$ cat config.mk
export PLATFORM = sky130hd
export DESIGN_NAME = led_stretch
export DESIGN_NICKNAME = d
export VERILOG_FILES = /design/src/verilog/led_stretch.sv
export SDC_FILE = /design/constraint.sdc
export NUM_CORES = 1
export LEC_CHECK = 0
export BUFFER_PORTS_ARGS = -buffer_cell sky130_fd_sc_hd__buf_4
export CORE_AREA = 8 8 72 74
export CTS_BUF_LIST = sky130_fd_sc_hd__clkbuf_16
export CTS_CLUSTER_SIZE = 20
export DETAILED_ROUTE_END_ITERATION = 10
export DIE_AREA = 0 0 80 82
export SETUP_SLACK_MARGIN = 0.02
export SYNTH_ARGS = -nofsm -noshare
export SYNTH_HDL_FRONTEND = slang
export SYNTH_SLANG_ARGS = --single-unit
export TNS_END_PERCENT = 5
$ cat constraint.sdc
create_clock -name CLK125 -period 2.7 [get_ports CLK125]
set_input_delay 0.81 -clock CLK125 [delete_from_list [all_inputs] [get_ports CLK125]]
set_output_delay 0.81 -clock CLK125 [all_outputs]
set_load 0.01 [all_outputs]
$ cat src/verilog/led_stretch.sv
`timescale 1ns/1ps

module led_stretch #(
	parameter int LED_HOLD = 12500000
) (
	input  logic CLK125,
	input  logic arst_n_i,
	input  logic evt_i,
	output logic led_o
);

	localparam int HOLD_BITS = $clog2(LED_HOLD + 1);

	logic [HOLD_BITS-1:0] hold_cnt;

	// Every new event restarts the on-time
	always_ff @(posedge CLK125 or negedge arst_n_i) begin
		if (!arst_n_i) begin
			hold_cnt <= '0;
		end else if (evt_i) begin
			hold_cnt <= HOLD_BITS'(LED_HOLD);
		end else if (hold_cnt != '0) begin
			hold_cnt <= hold_cnt - 1'b1;
		end
	end

	assign led_o = (hold_cnt != '0);

endmodule

==> results_dict.tcl <==
set metrics [dict create \
    start_util_pct 32.8 \
    yosysSeqAreaShare_pct 44.2 \
    slowest_delay_ps 460 \
    fmax_ghz 0.355 \
    syn_area_um2 1360 \
    design_area_um2 1690 \
    port_buffers 3 \
    fill_cells 405 \
    synth_cells 142 \
    die_h_um 82 \
    reg.largest.list "hold_cnt: 24 flops" \
    worst_slew_pin_slew_ps 424 \
    synth_compound_gate_area_share_pct 10.4 \
    grt_overflow 0 \
    rsz0062_at_grt "true" \
    synth-seq-cells 24 \
    die_w_um 80 \
    slew_headroom_pct 71.5 \
    cts_buffer_depth 2 \
    startpoint_type "register" \
    path_clk_slew_ps 60 \
    ys.flop_type "dfrtp_1" \
    multi_input_comb_area_um2 757 \
    synth_most_common_cell "dfrtp_1" \
    io_pins 4 \
    largest-register "hold_cnt" \
    grt_pass1_vias 1151 \
    grt_max_degree 25 \
    drive_gt1_share_pct 30.5 \
    cp_max_fo 2 \
    crit_type "register to output port" \
    cp.arrival_ps 2010 \
    avgSynthCellArea_um2 9.56 \
    synth_top_area_share_pct 44.2 \
    rows 24 \
    worst_setup_path_end_kind "output port" \
    cts-root-buf "clkbuf_16" \
    drt_iter0_drc 61 \
    synth_top_family_by_area "simple AND/OR/NAND/NOR gates" \
    crit_cells 7 \
    numCtsBuffers 3 \
    fin_nets 170 \
    gp_congestion 0.830 \
    vias_per_cell 5.26 \
    synth-edff-count 0 \
    synth_area_leaders "dfrtp_1 (44%), nor2_1 (4.7%), xor2_1 (4.5%)" \
    dieArea_um2 6560 \
    synthSimpleGateAreaFrac_pct 31.1 \
    finalHoldViolations 0 \
    antenna_found_initial 0 \
    regArea_um2 601 \
    finClkSkew_ps 3.38 \
    layout_setup_ws_ps -118 \
    totalPowerFinal_w 0.000878 \
    area_delta_synth_final_pct 24.1 \
    holdWs_ps 446 \
    period_needed_ps 2820 \
    routedWlPerCell_um 14.6 \
    critical_path.slowest_cell "or4b_4" \
    cts_tree "done" \
    yosys_warnings 0 \
    crit_buf_inv 3 \
    async_reset_ff_share_pct 100 \
    required_ps 1890 \
    synth_xor_area_share_pct 7.10 \
    finalSetupViolations 1 \
    core_area_um2 4140 \
    crit_chain "inv_2, ha_1, or4b_4, or4_4, nor2_4, inv_2, buf_6" \
    largest_reg_flops 24 \
    synth.net_count 147 \
    violations "setup timing" \
    htreeDepth 1 \
    cpMostUsedCell "inv_2" \
    synthTopCellsByCount "dfrtp_1 (24), nor2_1 (17), nand2_1 (8)" \
    yosysTopAreaCell "dfrtp_1" \
    cp_top_family "simple AND/OR/NAND/NOR gates" \
    ir_worst_vdd_mv 0.262 \
    wirelength_um 3160 \
    vias 1137 \
    power.leakage_nw 0.598 \
    drv_slew 0 \
    synth_cell_types 38 \
    r2r_slack_ps 200 \
    dr.pass1.iters 4 \
    placed_area_um2 1470 \
    grt_pass1_wl_um 5410 \
    hold_class "input port to async pin" \
    ant_nets 0 \
    hpwl_um 2100 \
    hold_buffers 0 \
    reg2regPathDepth 13 \
    post-route-drc-count 0 \
    cts.sink_count 24 \
    synthMuxAreaShare_pct 1.47 \
    place_worst_setup_slack_ps 31.8 \
    finalCritPeriodShare_pct 104 \
    power_density_nw_per_um2 521 \
    clk_latency_ps 260 \
    status "complete, but fails checks" \
    grtUsageTotal_pct 10.4 \
    synth_fa_ha_area_share_pct 1.84 \
    n_antenna_cell 0 \
    fin_util_pct 40.7 \
    cap_violations 0 \
]
layout by cell type, fill, tap and decap left out, types with 2 or more instances in the layout:
cell,synthesis,layout
nor2_1,17,17
mux2i_1,2,2
xnor2_1,4,4
xor2_1,7,7
nor2b_1,2,2
or4_4,1,3
or2_2,3,3
dfrtp_1,24,24
or4_1,5,3
a21oi_1,5,4
o211ai_1,2,2
or3_1,7,6
o31ai_1,4,4
inv_2,0,3
nor4_1,7,6
buf_4,0,21
nand3_1,6,6
nor3_2,0,2
clkbuf_16,0,3
o21ai_0,6,6
nor3_1,5,3
or4b_4,0,2
nand2_1,8,8
nor4_2,1,2
or4_2,2,2
power by group:
part | total, W | internal, W | leakage [nW] | switching [W]
clock network | 0.000324 | 0.000198 | 0.0385 | 0.000126
registers | 0.000409 | 0.000381 | 0.268 | 0.0000280
logic | 0.000145 | 0.0000704 | 0.291 | 0.0000750
logic make-up (layout without fill, tap and decap cells):
group | after synthesis | after routing
buf+inv | 8 | 30
simple gates | 73 | 73
flops | 24 | 24
xor+xnor | 11 | 11
compound gates | 22 | 22
mux | 2 | 2
fa+ha+maj | 2 | 2
worst register-to-register path: stages (launching register included):
cell and delay (ps):
dfrtp_1 390, inv_2 70, buf_4 100, buf_4 90, buf_4 90, buf_4 90, buf_4 120, ha_4 150
or4b_4 460, buf_4 170, or3_1 360, a21oi_2 120, xnor2_1 120, nand2_1 60
layer usage:
layer  routed length (um)  track usage (%)  vias to the layer above  share of wire [%]
li1                     -                -                      560                  -
met1                 1510             12.7                      557                 48
met2                 1540             17.4                       16                 49
met3                   45            0.985                        4                1.4
met4                   63             6.00                        0                2.0
met5                    0                0                        -                  0
what timing repair did:
action                                  CTS  global route
pin swaps                                 3             2
setup buffers                            10             1
endpoints found under the setup margin    1             6
gates resized for setup                   8             4
path summary, 6_finish.rpt:
path,from,end
setup / recovery,hold_cnt[0]$_DFFE_PN0P_,led_o
hold / removal,arst_n_i,hold_cnt[21]$_DFFE_PN0P_
setup reg to reg,hold_cnt[0]$_DFFE_PN0P_,hold_cnt[10]$_DFFE_PN0P_
hold reg to reg,hold_cnt[8]$_DFFE_PN0P_,hold_cnt[8]$_DFFE_PN0P_
max in group asynchronous,arst_n_i,hold_cnt[14]$_DFFE_PN0P_
min in group CLK125,hold_cnt[8]$_DFFE_PN0P_,hold_cnt[8]$_DFFE_PN0P_
metrics by stage:
stage / cells / setup TNS [ps]
floorplan: 142 / 0
global placement: 201 / 0
detailed placement: 201 / 0
CTS: 215 / -137
global route: 216 / -174
finish: 216 / -118
area by class of cell:
class / count / share of cell area, %
clock buffer: 3 / 4.45
inverter: 4 / 0.891
sequential: 24 / 35.6
timing repair buffer: 22 / 10.0
multi-input combinational: 110 / 44.9
tap: 52 / 3.86
clock inverter: 1 / 0.223
Power figures use the tool's default switching activity.
