### src/verilog/lane_capture_pkg.sv
package lane_capture_pkg;

	//////////////////////////////////////////////////
	// Receiver lanes
	//////////////////////////////////////////////////

	localparam int LANES = 4;
	localparam int LANE_W = 16;

	typedef logic [LANE_W-1:0] lane_word_t;

	//////////////////////////////////////////////////
	// Register port
	//////////////////////////////////////////////////

	localparam int REG_W = 32;
	localparam int ADDR_W = 4;

	typedef logic [REG_W-1:0] reg_data_t;
	typedef logic [ADDR_W-1:0] reg_addr_t;

	// Address map, lane n at base + n
	localparam reg_addr_t ADDR_STATUS_BASE = 4'd0;
	localparam reg_addr_t ADDR_DATA_BASE = 4'd4;
	localparam reg_addr_t ADDR_VERSION = 4'd8;

	localparam reg_data_t VERSION = 32'h4C43_0102;

	// Fill count field of a status word
	localparam int CNT_W = 16;

endpackage

### src/verilog/lane_unpack.sv
`timescale 1ns/1ps

module lane_unpack (
	input  logic                                                       CLK125,
	input  logic                                                       arst_n_i,
	input  logic [lane_capture_pkg::LANES*lane_capture_pkg::LANE_W-1:0] gtp_data_i,
	input  logic [lane_capture_pkg::LANES-1:0]                          gtp_kchar_i,
	output lane_capture_pkg::lane_word_t lane_dat_o [lane_capture_pkg::LANES],
	output logic [lane_capture_pkg::LANES-1:0]                          lane_vld_o
);
	import lane_capture_pkg::*;

	// Commas never count as data
	always_ff @(posedge CLK125 or negedge arst_n_i) begin
		if (!arst_n_i) begin
			lane_vld_o <= '0;
		end else begin
			lane_vld_o <= ~gtp_kchar_i;
		end
	end

	// Lane 0 sits in the low bits of the receiver bus
	always_ff @(posedge CLK125) begin
		for (int n = 0; n < LANES; n++) begin
			lane_dat_o[n] <= gtp_data_i[n*LANE_W +: LANE_W];
		end
	end

endmodule

### config.mk
export PLATFORM = sky130hd
export DESIGN_NAME = lane_unpack
export DESIGN_NICKNAME = d
export VERILOG_FILES = /design/src/verilog/lane_capture_pkg.sv /design/src/verilog/lane_unpack.sv
export SDC_FILE = /design/constraint.sdc
export NUM_CORES = 1
export LEC_CHECK = 0
export ABC_CLOCK_PERIOD_IN_PS = 1200
export BUFFER_PORTS_ARGS = -buffer_cell sky130_fd_sc_hd__buf_2
export CAP_MARGIN = 20
export CORE_MARGIN = 3
export CORE_UTILIZATION = 39
export CTS_BUF_LIST = sky130_fd_sc_hd__clkbuf_2
export CTS_CLUSTER_DIAMETER = 150
export CTS_CLUSTER_SIZE = 16
export DETAILED_ROUTE_END_ITERATION = 10
export PLACE_DENSITY = 0.86
export SLEW_MARGIN = 20
export SYNTH_ARGS = -nofsm -noshare
export SYNTH_HDL_FRONTEND = slang
export SYNTH_SLANG_ARGS = --single-unit
### constraint.sdc
create_clock -name CLK125 -period 1.2 [get_ports CLK125]
set_clock_uncertainty 0.15 [all_clocks]
set_input_delay 0.12 -clock CLK125 [delete_from_list [all_inputs] [get_ports CLK125]]
set_output_delay 0.12 -clock CLK125 [all_outputs]
set_load 0.02 [all_outputs]
==> results of run 1 <==
==> kinds of logic after synthesis <==
group,count (synthesis),share of synthesized area [%]
DFF,68,98.9
buffers and inverters,4,1.07
==> cells in the mapped netlist <==
library cell,instances,area share [%]
dfrtp_1,4,7.2
dfxtp_1,64,92
inv_1,4,1.1
==> stage by stage <==
step,hold WS (ns),cell area (um2),worst slack (ns),cells
after global placement,-0.227,2140,0.444,255
after detailed placement,-0.222,2140,0.421,255
after floorplan,-0.326,1400,0.514,72
==> impl_metrics.csv, run 1 <==
group,metric,value,unit
synth,synthDistinctLibCells,3,
placement,globalplace.congestion,0.641,
status,stop_stage,"clock tree synthesis",
clock_tree,cts-root-buf,"clkbuf_2",
die,ios,138,
clock_tree,cts_sinks,68,
status,error,"[ERROR DPL-0038] Utilization greater than 100%, impossible to legalize",
placement,io_buffer_count,137,
synth,synth_seq_cells,68,
die,die_w,65.8,um
die,core.rowCount,21,
clock_tree,post-cts-setup-buffers,0,
die,die_h,65.8,um
synth,synth_nets,142,
clock_tree,cts_resized,200,
synth,syn-mean-instance-area,19.4,um2
synth,synth-seq-area-share,98.9,%
clock_tree,cts_buffers,9,
status,status,"did not finish",
synth,syn_inst,72,
synth,syn_area,1400,um2
clock_tree,holdBufCountCts,70,
placement,place.detailed.hpwl,3080,um
synth,yosysWarnings,0,
clock_tree,ctsHtreeMaxLevel,3,
die,start_util,41.2,%
clock_tree,clk_path_buf_depth,2,
==> run 2: changes to the inputs <==
--- a/config.mk
+++ b/config.mk
@@ -9,12 +9,9 @@
 export BUFFER_PORTS_ARGS = -buffer_cell sky130_fd_sc_hd__buf_2
 export CAP_MARGIN = 20
 export CORE_MARGIN = 3
-export CORE_UTILIZATION = 39
-export CTS_BUF_LIST = sky130_fd_sc_hd__clkbuf_2
-export CTS_CLUSTER_DIAMETER = 150
-export CTS_CLUSTER_SIZE = 16
+export CORE_UTILIZATION = 36
 export DETAILED_ROUTE_END_ITERATION = 10
-export PLACE_DENSITY = 0.86
+export PLACE_DENSITY_LB_ADDON = 0.15
 export SLEW_MARGIN = 20
 export SYNTH_ARGS = -nofsm -noshare
 export SYNTH_HDL_FRONTEND = slang
==> run 2 against run 1 <==
Net effect:
- the run now ends clean
- synthesized cell count unchanged
- area after synthesis unchanged
==> impl_metrics.csv, run 2 <==
group,metric,value,unit
synth,synth_top_area_share,91.8,%
final_layout,comb.multi_input.count,0,
clock_tree,cts_resized,0,
final_layout,largest_reg_flops,64,
synth,yosys_most_used_dff,"dfxtp_1",
status,status,"finished clean",
setup_path,slowest_delay,0.37,ns
synth,netlist_top_cells_area,"dfxtp_1, dfrtp_1, inv_1",
synth,yosysMostFrequentCell,"dfxtp_1",
routing,num_vias,1365,
pwr,total_power,4570,uW
die,die_h,68.3,um
sta,timing.fmax,896,MHz
setup_path,slowest_stage,"dfrtp_1",
routing,via_per_inst,3.99,
die,die_area,4660,um2
clock_tree,clk_path_buf_depth,2,
sta,slew_headroom,87.9,%
final_layout,mostFrequentLayoutCells,"buf_2, dlygate4sd3_1, dfxtp_1, clkbuf_8",
synth,synthArstFlopShare,5.88,%
synth,synth-seq-area-share,98.9,%
final_layout,multiInputGateArea,0,um2
setup_path,crit_path_cell_trace,"buf_2",
clock_tree,post-cts-setup-buffers,0,
sta,final-hold-violation-count,0,
clock_tree,cts_sinks,68,
final_layout,register_area,1380,um2
die,die_w,68.3,um
global_route,grt_pass1_vias,1429,
synth,synthDistinctLibCells,3,
global_route,gr-usage-all-layers,20.4,%
global_route,antenna_found_initial,0,
synth,yosysWarnings,0,
pwr,p_leak,0.00153,uW
clock_tree,clk_pin_slew,0.06,ns
final_layout,num_antenna_cells,0,
synth,synth_seq_cells,68,
setup_path,crit_type,"reg2out",
sta,worstMarginPinSlew,0.181,ns
routing,drtAntennaViolNets,0,
final_layout,fillers,197,
routing,drc,0,
clock_tree,cts-root-buf,"clkbuf_8",
die,coreArea,3690,um2
clock_tree,ctsHtreeMaxLevel,3,
routing,drt_iter0_markers,22,
placement,place.detailed.hpwl,2640,um
clock_tree,cts_buffers,9,
clock_tree,holdBufCountCts,70,
synth,netlist_top_cells_count,"dfxtp_1, dfrtp_1, inv_1",
global_route,grt_pass1_wl,6580,um
sta,setup_tns,0,ns
final_layout,syn_to_final_growth,116,%
placement,globalplace.congestion,0.662,
synth,yosysTopAreaCell,"dfxtp_1",
final_layout,drive_above_1_share,51.0,%
job,cap_violations,0,
setup_path,worstSetupEndpointType,"output pin",
final_layout,top_regs,"lane_dat_o: 64 flops, lane_vld_o: 4 flops",
die,ios,138,
worst_hold_path,hold_class,"in2reg",
sta,min_period,1.12,ns
routing,wl_per_cell,13.9,um
final_layout,final_common_cell,"buf_2",
setup_path,worstPathMaxFanout,1,
sta,rsz0062_at_grt,"no",
die,core.rowCount,22,
final_layout,nets,360,
setup_path,cp.arrival,0.85,ns
global_route,grt_max_degree,11,
synth,syn-mean-instance-area,19.4,um2
sta,setup_viol,0,
synth,syn_area,1400,um2
synth,syn_inst,72,
global_route,grt_overflow,0,
clock_tree,cts_tree,"done",
die,start_util,37.9,%
synth,synth_edf_count,0,
pwr,p_per_area,1520,nW/um2
final_layout,regMostFlops,"lane_dat_o",
setup_path,worstPathRequired,0.93,ns
sta,slew_viol_final,0,
synth,synth_nets,142,
setup_path,cp-start-kind,"flip-flop",
setup_path,cpLargestDelayFamily,"flip-flops",
sta,period_share,93.0,%
routing,drt_first_pass_iters,4,
pwr,ir_drop,1.02,mV
routing,wirelength,4740,um
placement,io_buffer_count,137,
setup_path,path_buf_inv,1,
run 2: cell families after synthesis:
group,synth area share (%)
flip-flops,98.9
buffers and inverters,1.07
run 2: stage by stage:
stage	utilization [%]	area [um2]	std cells	hold slack (ns)	worst slack [ns]
5_1_grt	81.6	3010	342	0.271	0.0423
3_3_place_gp	58.1	2140	257	-0.228	0.443
6_report	81.6	3010	342	0.276	0.0843
3_5_place_dp	58.1	2140	257	-0.223	0.427
2_1_floorplan	-	1400	72	-0.326	0.514
4_1_cts	81.6	3010	342	0.255	0.0673
run 2: power breakdown:
group | internal (uW) | switching, uW | leakage, uW
Combinational | 306 | 271 | 0.000853
Sequential | 2380 | 32.0 | 0.000587
Clock | 846 | 737 | 0.0000893
Total | 3530 | 1040 | 0.00153
run 2: area by class of cell:
type                  count  area share [%]
Tap cell                 48            1.99
Clock inverter            2           0.332
Inverter                  4           0.499
Clock buffer             13            5.28
Timing Repair Buffer    207            46.0
Sequential cell          68            45.9
run 2: worst paths after layout:
path	slack, ns	startpoint	to	cells after the start
hold / removal	0.28	gtp_data_i[11]	lane_dat_o[59]	2
setup / recovery	0.08	lane_vld_o[3]	lane_vld_o[3]	1
min in group asynchronous	0.55	arst_n_i	lane_vld_o[1]	3
max in group asynchronous	0.18	arst_n_i	lane_vld_o[0]	3
run 2: layer usage:
layer	track usage [%]	vias to the layer above	share of wire, %
li1	-	650	-
met3	13.1	9	16
met5	0	-	0
met1	18.3	598	32
met4	9.43	0	1.6
met2	35.4	108	50
Note: power is estimated with default switching activity, not from simulation.
