===== config.mk =====
export PLATFORM = sky130hd
export DESIGN_NAME = status_regs
export DESIGN_NICKNAME = d
export VERILOG_FILES = /design/src/verilog/lane_capture_pkg.sv /design/src/verilog/status_regs.sv
export SDC_FILE = /design/constraint.sdc
export NUM_CORES = 1
export LEC_CHECK = 0
export BUFFER_PORTS_ARGS = -buffer_cell sky130_fd_sc_hd__buf_2
export CAP_MARGIN = 10
export CORE_MARGIN = 1.5
export CORE_UTILIZATION = 35
export CTS_CLUSTER_SIZE = 10
export DETAILED_ROUTE_END_ITERATION = 6
export GPL_TIMING_DRIVEN = 0
export MAX_ROUTING_LAYER = met4
export PLACE_DENSITY = 0.84
export SLEW_MARGIN = 20
export SYNTH_ARGS = -nofsm -noshare
export SYNTH_HDL_FRONTEND = slang
export SYNTH_SLANG_ARGS = --single-unit

===== constraint.sdc =====
create_clock -name CLK125 -period 2.9 [get_ports CLK125]
set_input_delay 0.87 -clock CLK125 [delete_from_list [all_inputs] [get_ports CLK125]]
set_output_delay 0.87 -clock CLK125 [all_outputs]
set_load 0.01 [all_outputs]

===== src/verilog/lane_capture_pkg.sv =====
package lane_capture_pkg;

	//////////////////////////////////////////////////
	// Receiver lanes
	//////////////////////////////////////////////////

	localparam int LANES = 4;
	localparam int LANE_W = 16;

	typedef logic [LANE_W-1:0] lane_word_t;

	//////////////////////////////////////////////////
	// Register port
	//////////////////////////////////////////////////

	localparam int REG_W = 32;
	localparam int ADDR_W = 4;

	typedef logic [REG_W-1:0] reg_data_t;
	typedef logic [ADDR_W-1:0] reg_addr_t;

	// Address map, lane n at base + n
	localparam reg_addr_t ADDR_STATUS_BASE = 4'd0;
	localparam reg_addr_t ADDR_DATA_BASE = 4'd4;
	localparam reg_addr_t ADDR_VERSION = 4'd8;

	localparam reg_data_t VERSION = 32'h4C43_0102;

	// Fill count field of a status word
	localparam int CNT_W = 16;

endpackage


===== src/verilog/status_regs.sv =====
`timescale 1ns/1ps

module status_regs #(
	parameter int FIFO_ABITS = 12
) (
	input  logic                                 CLK125,
	input  logic                                 arst_n_i,
	input  logic                                 rd_stb_i,
	input  logic                                 wr_stb_i,
	input  lane_capture_pkg::reg_addr_t          addr_i,
	output lane_capture_pkg::reg_data_t          rd_data_o,
	output logic                                 ack_o,
	input  logic [FIFO_ABITS:0]                  count_i [lane_capture_pkg::LANES],
	input  logic [lane_capture_pkg::LANES-1:0]   ovf_i,
	input  lane_capture_pkg::lane_word_t         head_i [lane_capture_pkg::LANES],
	output logic [lane_capture_pkg::LANES-1:0]   pop_o,
	output logic [lane_capture_pkg::LANES-1:0]   ovf_clr_o
);
	import lane_capture_pkg::*;

	reg_data_t rd_word;

	//////////////////////////////////////////////////
	// Address decode
	//////////////////////////////////////////////////

	always_comb begin
		rd_word = '0;
		pop_o = '0;
		ovf_clr_o = '0;
		for (int n = 0; n < LANES; n++) begin
			// Status: overflow on top, count in the low half
			if (addr_i == reg_addr_t'(ADDR_STATUS_BASE + n)) begin
				rd_word[REG_W-1] = ovf_i[n];
				rd_word[CNT_W-1:0] = CNT_W'(count_i[n]);
				ovf_clr_o[n] = wr_stb_i;
			end
			// Data: empty lane reads as zero and keeps its pointers
			if (addr_i == reg_addr_t'(ADDR_DATA_BASE + n)) begin
				if (count_i[n] != '0) begin
					rd_word = reg_data_t'(head_i[n]);
					pop_o[n] = rd_stb_i;
				end
			end
		end
		if (addr_i == ADDR_VERSION) begin
			rd_word = VERSION;
		end
	end

	//////////////////////////////////////////////////
	// Read result and acknowledge
	//////////////////////////////////////////////////

	always_ff @(posedge CLK125 or negedge arst_n_i) begin
		if (!arst_n_i) begin
			ack_o <= 1'b0;
		end else begin
			ack_o <= rd_stb_i | wr_stb_i;
		end
	end

	// Held until the next read
	always_ff @(posedge CLK125 or negedge arst_n_i) begin
		if (!arst_n_i) begin
			rd_data_o <= '0;
		end else if (rd_stb_i) begin
			rd_data_o <= rd_word;
		end
	end

endmodule


==> flow_summary_export.csv <==
group,metric,value,unit
setup_path,end_kind,"output port",
placed_design,routabilityCongestion,0.9304,
worst_hold_path,hold_class,"flop to flop",
worst_hold_path,min_delay_path_depth,2,
clock_network,holdBufCountCts,0,
routing,drt_wl_total,9.170,mm
logic_synthesis,synth_compound_area_frac,0.3555,
die,core-area,5991,µm²
logic_synthesis,ys_warn_count,0,
global_route,antenna_found_initial,0,
die,dieWidth,82.03,µm
sta,tightest_slew,0.6886,ns
logic_synthesis,synthAdderAreaFrac,0,
sta,rsz0062_at_grt,"true",
die,rows,28,
sta,setup_violations,0,
layout,final_cell_area,3238,µm²
setup_path,required,2.03,ns
clock_network,root_buffer,"clkbuf_8",
sta,slew_viol_final,0,
setup_path,crit_family,"buffers and inverters",
pwr,p_leak,1.676,nW
setup_path,cp_num_buf_inv,5,
setup_path,worst-r2r-cell-count,2,
clock_network,cts.clk_slew.worst_paths,0.09,ns
pwr,worst_ir_drop_vdd,0.0001736,V
sta,max_slew_margin,0.5290,
setup_path,cp.arrival,1.98,ns
die,ioPinCount,169,
routing,vias,2928,
logic_synthesis,yosysTopAreaCell,"dfrtp_1",
layout,mostFrequentLayoutCells,"164 x buf_2, 24 x buf_4, 19 x dfrtp_1",
logic_synthesis,ys_seq_area_frac,0.2175,
sta,hold_viol_final,0,
sta,fin_crit,2.846,ns
worst_hold_path,hold_path_end,"rd_data_o[13]",
setup_path,cpPeakStageDelay,0.21,ns
global_route,globalRouteOverflowTotal,0,
logic_synthesis,yosys-top-cells-area,"dfrtp_1 22%, buf_4 5.2%, o2bb2ai_1 4.4%, a211oi_1 3.8%, a21o_1 3.8%",
layout,final_nets,579,
sta,period_share,0.9813,
clock_network,cts.sinks,19,
worst_hold_path,hp-start,"rd_data_o[13]",
layout,syn_to_final_growth,48.14,%
layout,layout-drive-gt1-share,0.4867,
logic_synthesis,avgSynthCellArea,7.949,µm²
sta,fin_skew,0,ns
clock_network,cts_buffer_depth,2,
logic_synthesis,synth_top_area_share,0.2175,
placed_design,port_buffers,158,
setup_path,worstPathMaxFanout,10,
die,dieArea,6728,µm²
routing,drt_iter0_drc,187,
global_route,grt_pass1_vias,2645,
placed_design,postPlaceCellArea,3100,µm²
clock_network,htree_levels,1,
setup_path,critPathKind,"input pin to output port",
logic_synthesis,ys.flop_type,"dfrtp_1",
logic_synthesis,ys_ff_latch,19,
routing,drcViolationCount,0,
global_route,grt_pass1_wl,13.01,mm
setup_path,regToRegSetupSlack,1.89,ns
logic_synthesis,ys_types,50,
logic_synthesis,syn_area,2186,µm²
routing,antenna_left,0,
logic_synthesis,synth_edf_count,0,
layout,n_antenna_cell,0,
layout,fin_util,0.5405,
routing,firstDrtPassIters,5,
routing,wl_per_cell,17.47,µm
placed_design,dp_hpwl,7.427,mm
clock_network,cts_tree,"built",
setup_path,cpMaxStageDelayCell,"clkbuf_4",
logic_synthesis,synthSimpleGateAreaFrac,0.2507,
die,chipHeight,82.03,µm
clock_network,numCtsBuffers,3,
sta,fin_ws,0.05437,ns
logic_synthesis,synth-async-reset-ratio,1.000,
global_route,grtUsageTotal,0.2675,
setup_path,reg2reg_from,"rd_data_o[1]",
pwr,p_per_area,275.3,nW/µm²
logic_synthesis,synth-xor-area-share,0.004007,
sta,fin_hold_ws,0.5234,ns
clock_network,insertion_delay,0.27,ns
logic_synthesis,yosys-mux-area-fraction,0.04522,
layout,layout_commonest_cell,"buf_2",
logic_synthesis,syn_inst,275,
routing,via_per_inst,5.577,
sta,max_freq,351.4,MHz
die,start_util,0.3649,
placed_design,place_ws,-0.2237,ns
setup_path,r2r-end,"rd_data_o[1]",
global_route,grt_max_degree,20,
logic_synthesis,synth_top_family_by_area,"compound AO/OA/AOI/OAI gates",
run_status,outcome,"complete, no violations",
setup_path,crit_chain,"buf_2, clkbuf_4, clkbuf_4, buf_4, nor2_1, and3_1, buf_2",
setup_path,start_kind,"input pin",
job,cap_violations,0,
how the worst max path moves through the flow:
stage / from / end / slack [ns] / cells after the start
floorplan: addr_i[3] / pop_o[0] / 0.13 / 4
global placement: count_i[6] / pop_o[3] / -0.23 / 7
detailed placement: count_i[6] / pop_o[3] / -0.22 / 7
CTS: addr_i[3] / ovf_clr_o[2] / 0.004 / 6
global route: count_i[47] / pop_o[0] / -0.004 / 6
finish: addr_i[0] / ovf_clr_o[0] / 0.05 / 7
synthesized netlist by cell type, types with 9 or more instances:
cell type,count
o211ai_1,11
o21a_1,11
clkbuf_1,11
a31oi_1,11
a211oi_1,11
buf_2,9
o2bb2ai_1,11
nand2_1,20
dfrtp_1,19
inv_1,12
a21o_1,11
nor2b_1,11
nor2_1,19
buf_4,15
nand3_1,12
registers in the layout, indices dropped and copies added, names as in the netlist:
register / count
ack_o: 1
rd_data_o: 18
metal layers:
metal  track usage  part of all wire
met5             -                 0
met4       0.06271             0.017
met3       0.03111             0.080
met2        0.4582              0.49
met1        0.3349              0.42
where the power goes:
| group | internal (mW) | switching (mW) | total [mW] |
|---|---|---|---|
| Clock | 0.0962 | 0.112 | 0.208 |
| Combinational | 0.182 | 0.191 | 0.373 |
| Sequential | 0.293 | 0.0175 | 0.310 |
| Total | 0.571 | 0.320 | 0.891 |
stage by stage:
step	total power, mW	instances	TNS (ns)
floorplan	0.4945	283	0
global placement	0.6701	516	-0.5581
detailed placement	0.6750	516	-0.5945
CTS	0.8815	521	0
global route	0.9406	525	-0.005284
finish	0.8914	525	0
kinds of logic (layout without fill, tap and decap cells):
| kind of cell | count (synthesis) | after routing |
|---|---|---|
| AOI/OAI and AO/OA | 97 | 97 |
| xor gates and xnor gates | 1 | 1 |
| muxes | 8 | 8 |
| DFF | 19 | 19 |
| other | 1 | 9 |
| and+or+nand+nor | 99 | 99 |
| buffers and inverters | 50 | 217 |
final cells by class:
class,count,area (µm²)
Timing Repair Buffer,165,843.3
Tap cell,75,93.84
Buffer,35,230.2
Clock inverter,1,5.005
Fill cell,591,2753
Inverter,13,48.80
Clock buffer,3,41.29
Sequential cell,19,475.5
Multi-Input combinational cell,214,1500
worst reg2reg max path, stage by stage, from the launching register on:
cell,delay (ns)
dfrtp_1,0.41
a222oi_1,0.33
a32oi_1,0.15
timing repair:
action | CTS | global route
pin swaps | 2 | 2
endpoints found under the setup margin | 3 | 6
setup buffers | 2 | 5
resized for setup | 7 | 10
No activity file was read; power rests on OpenSTA's default activity.
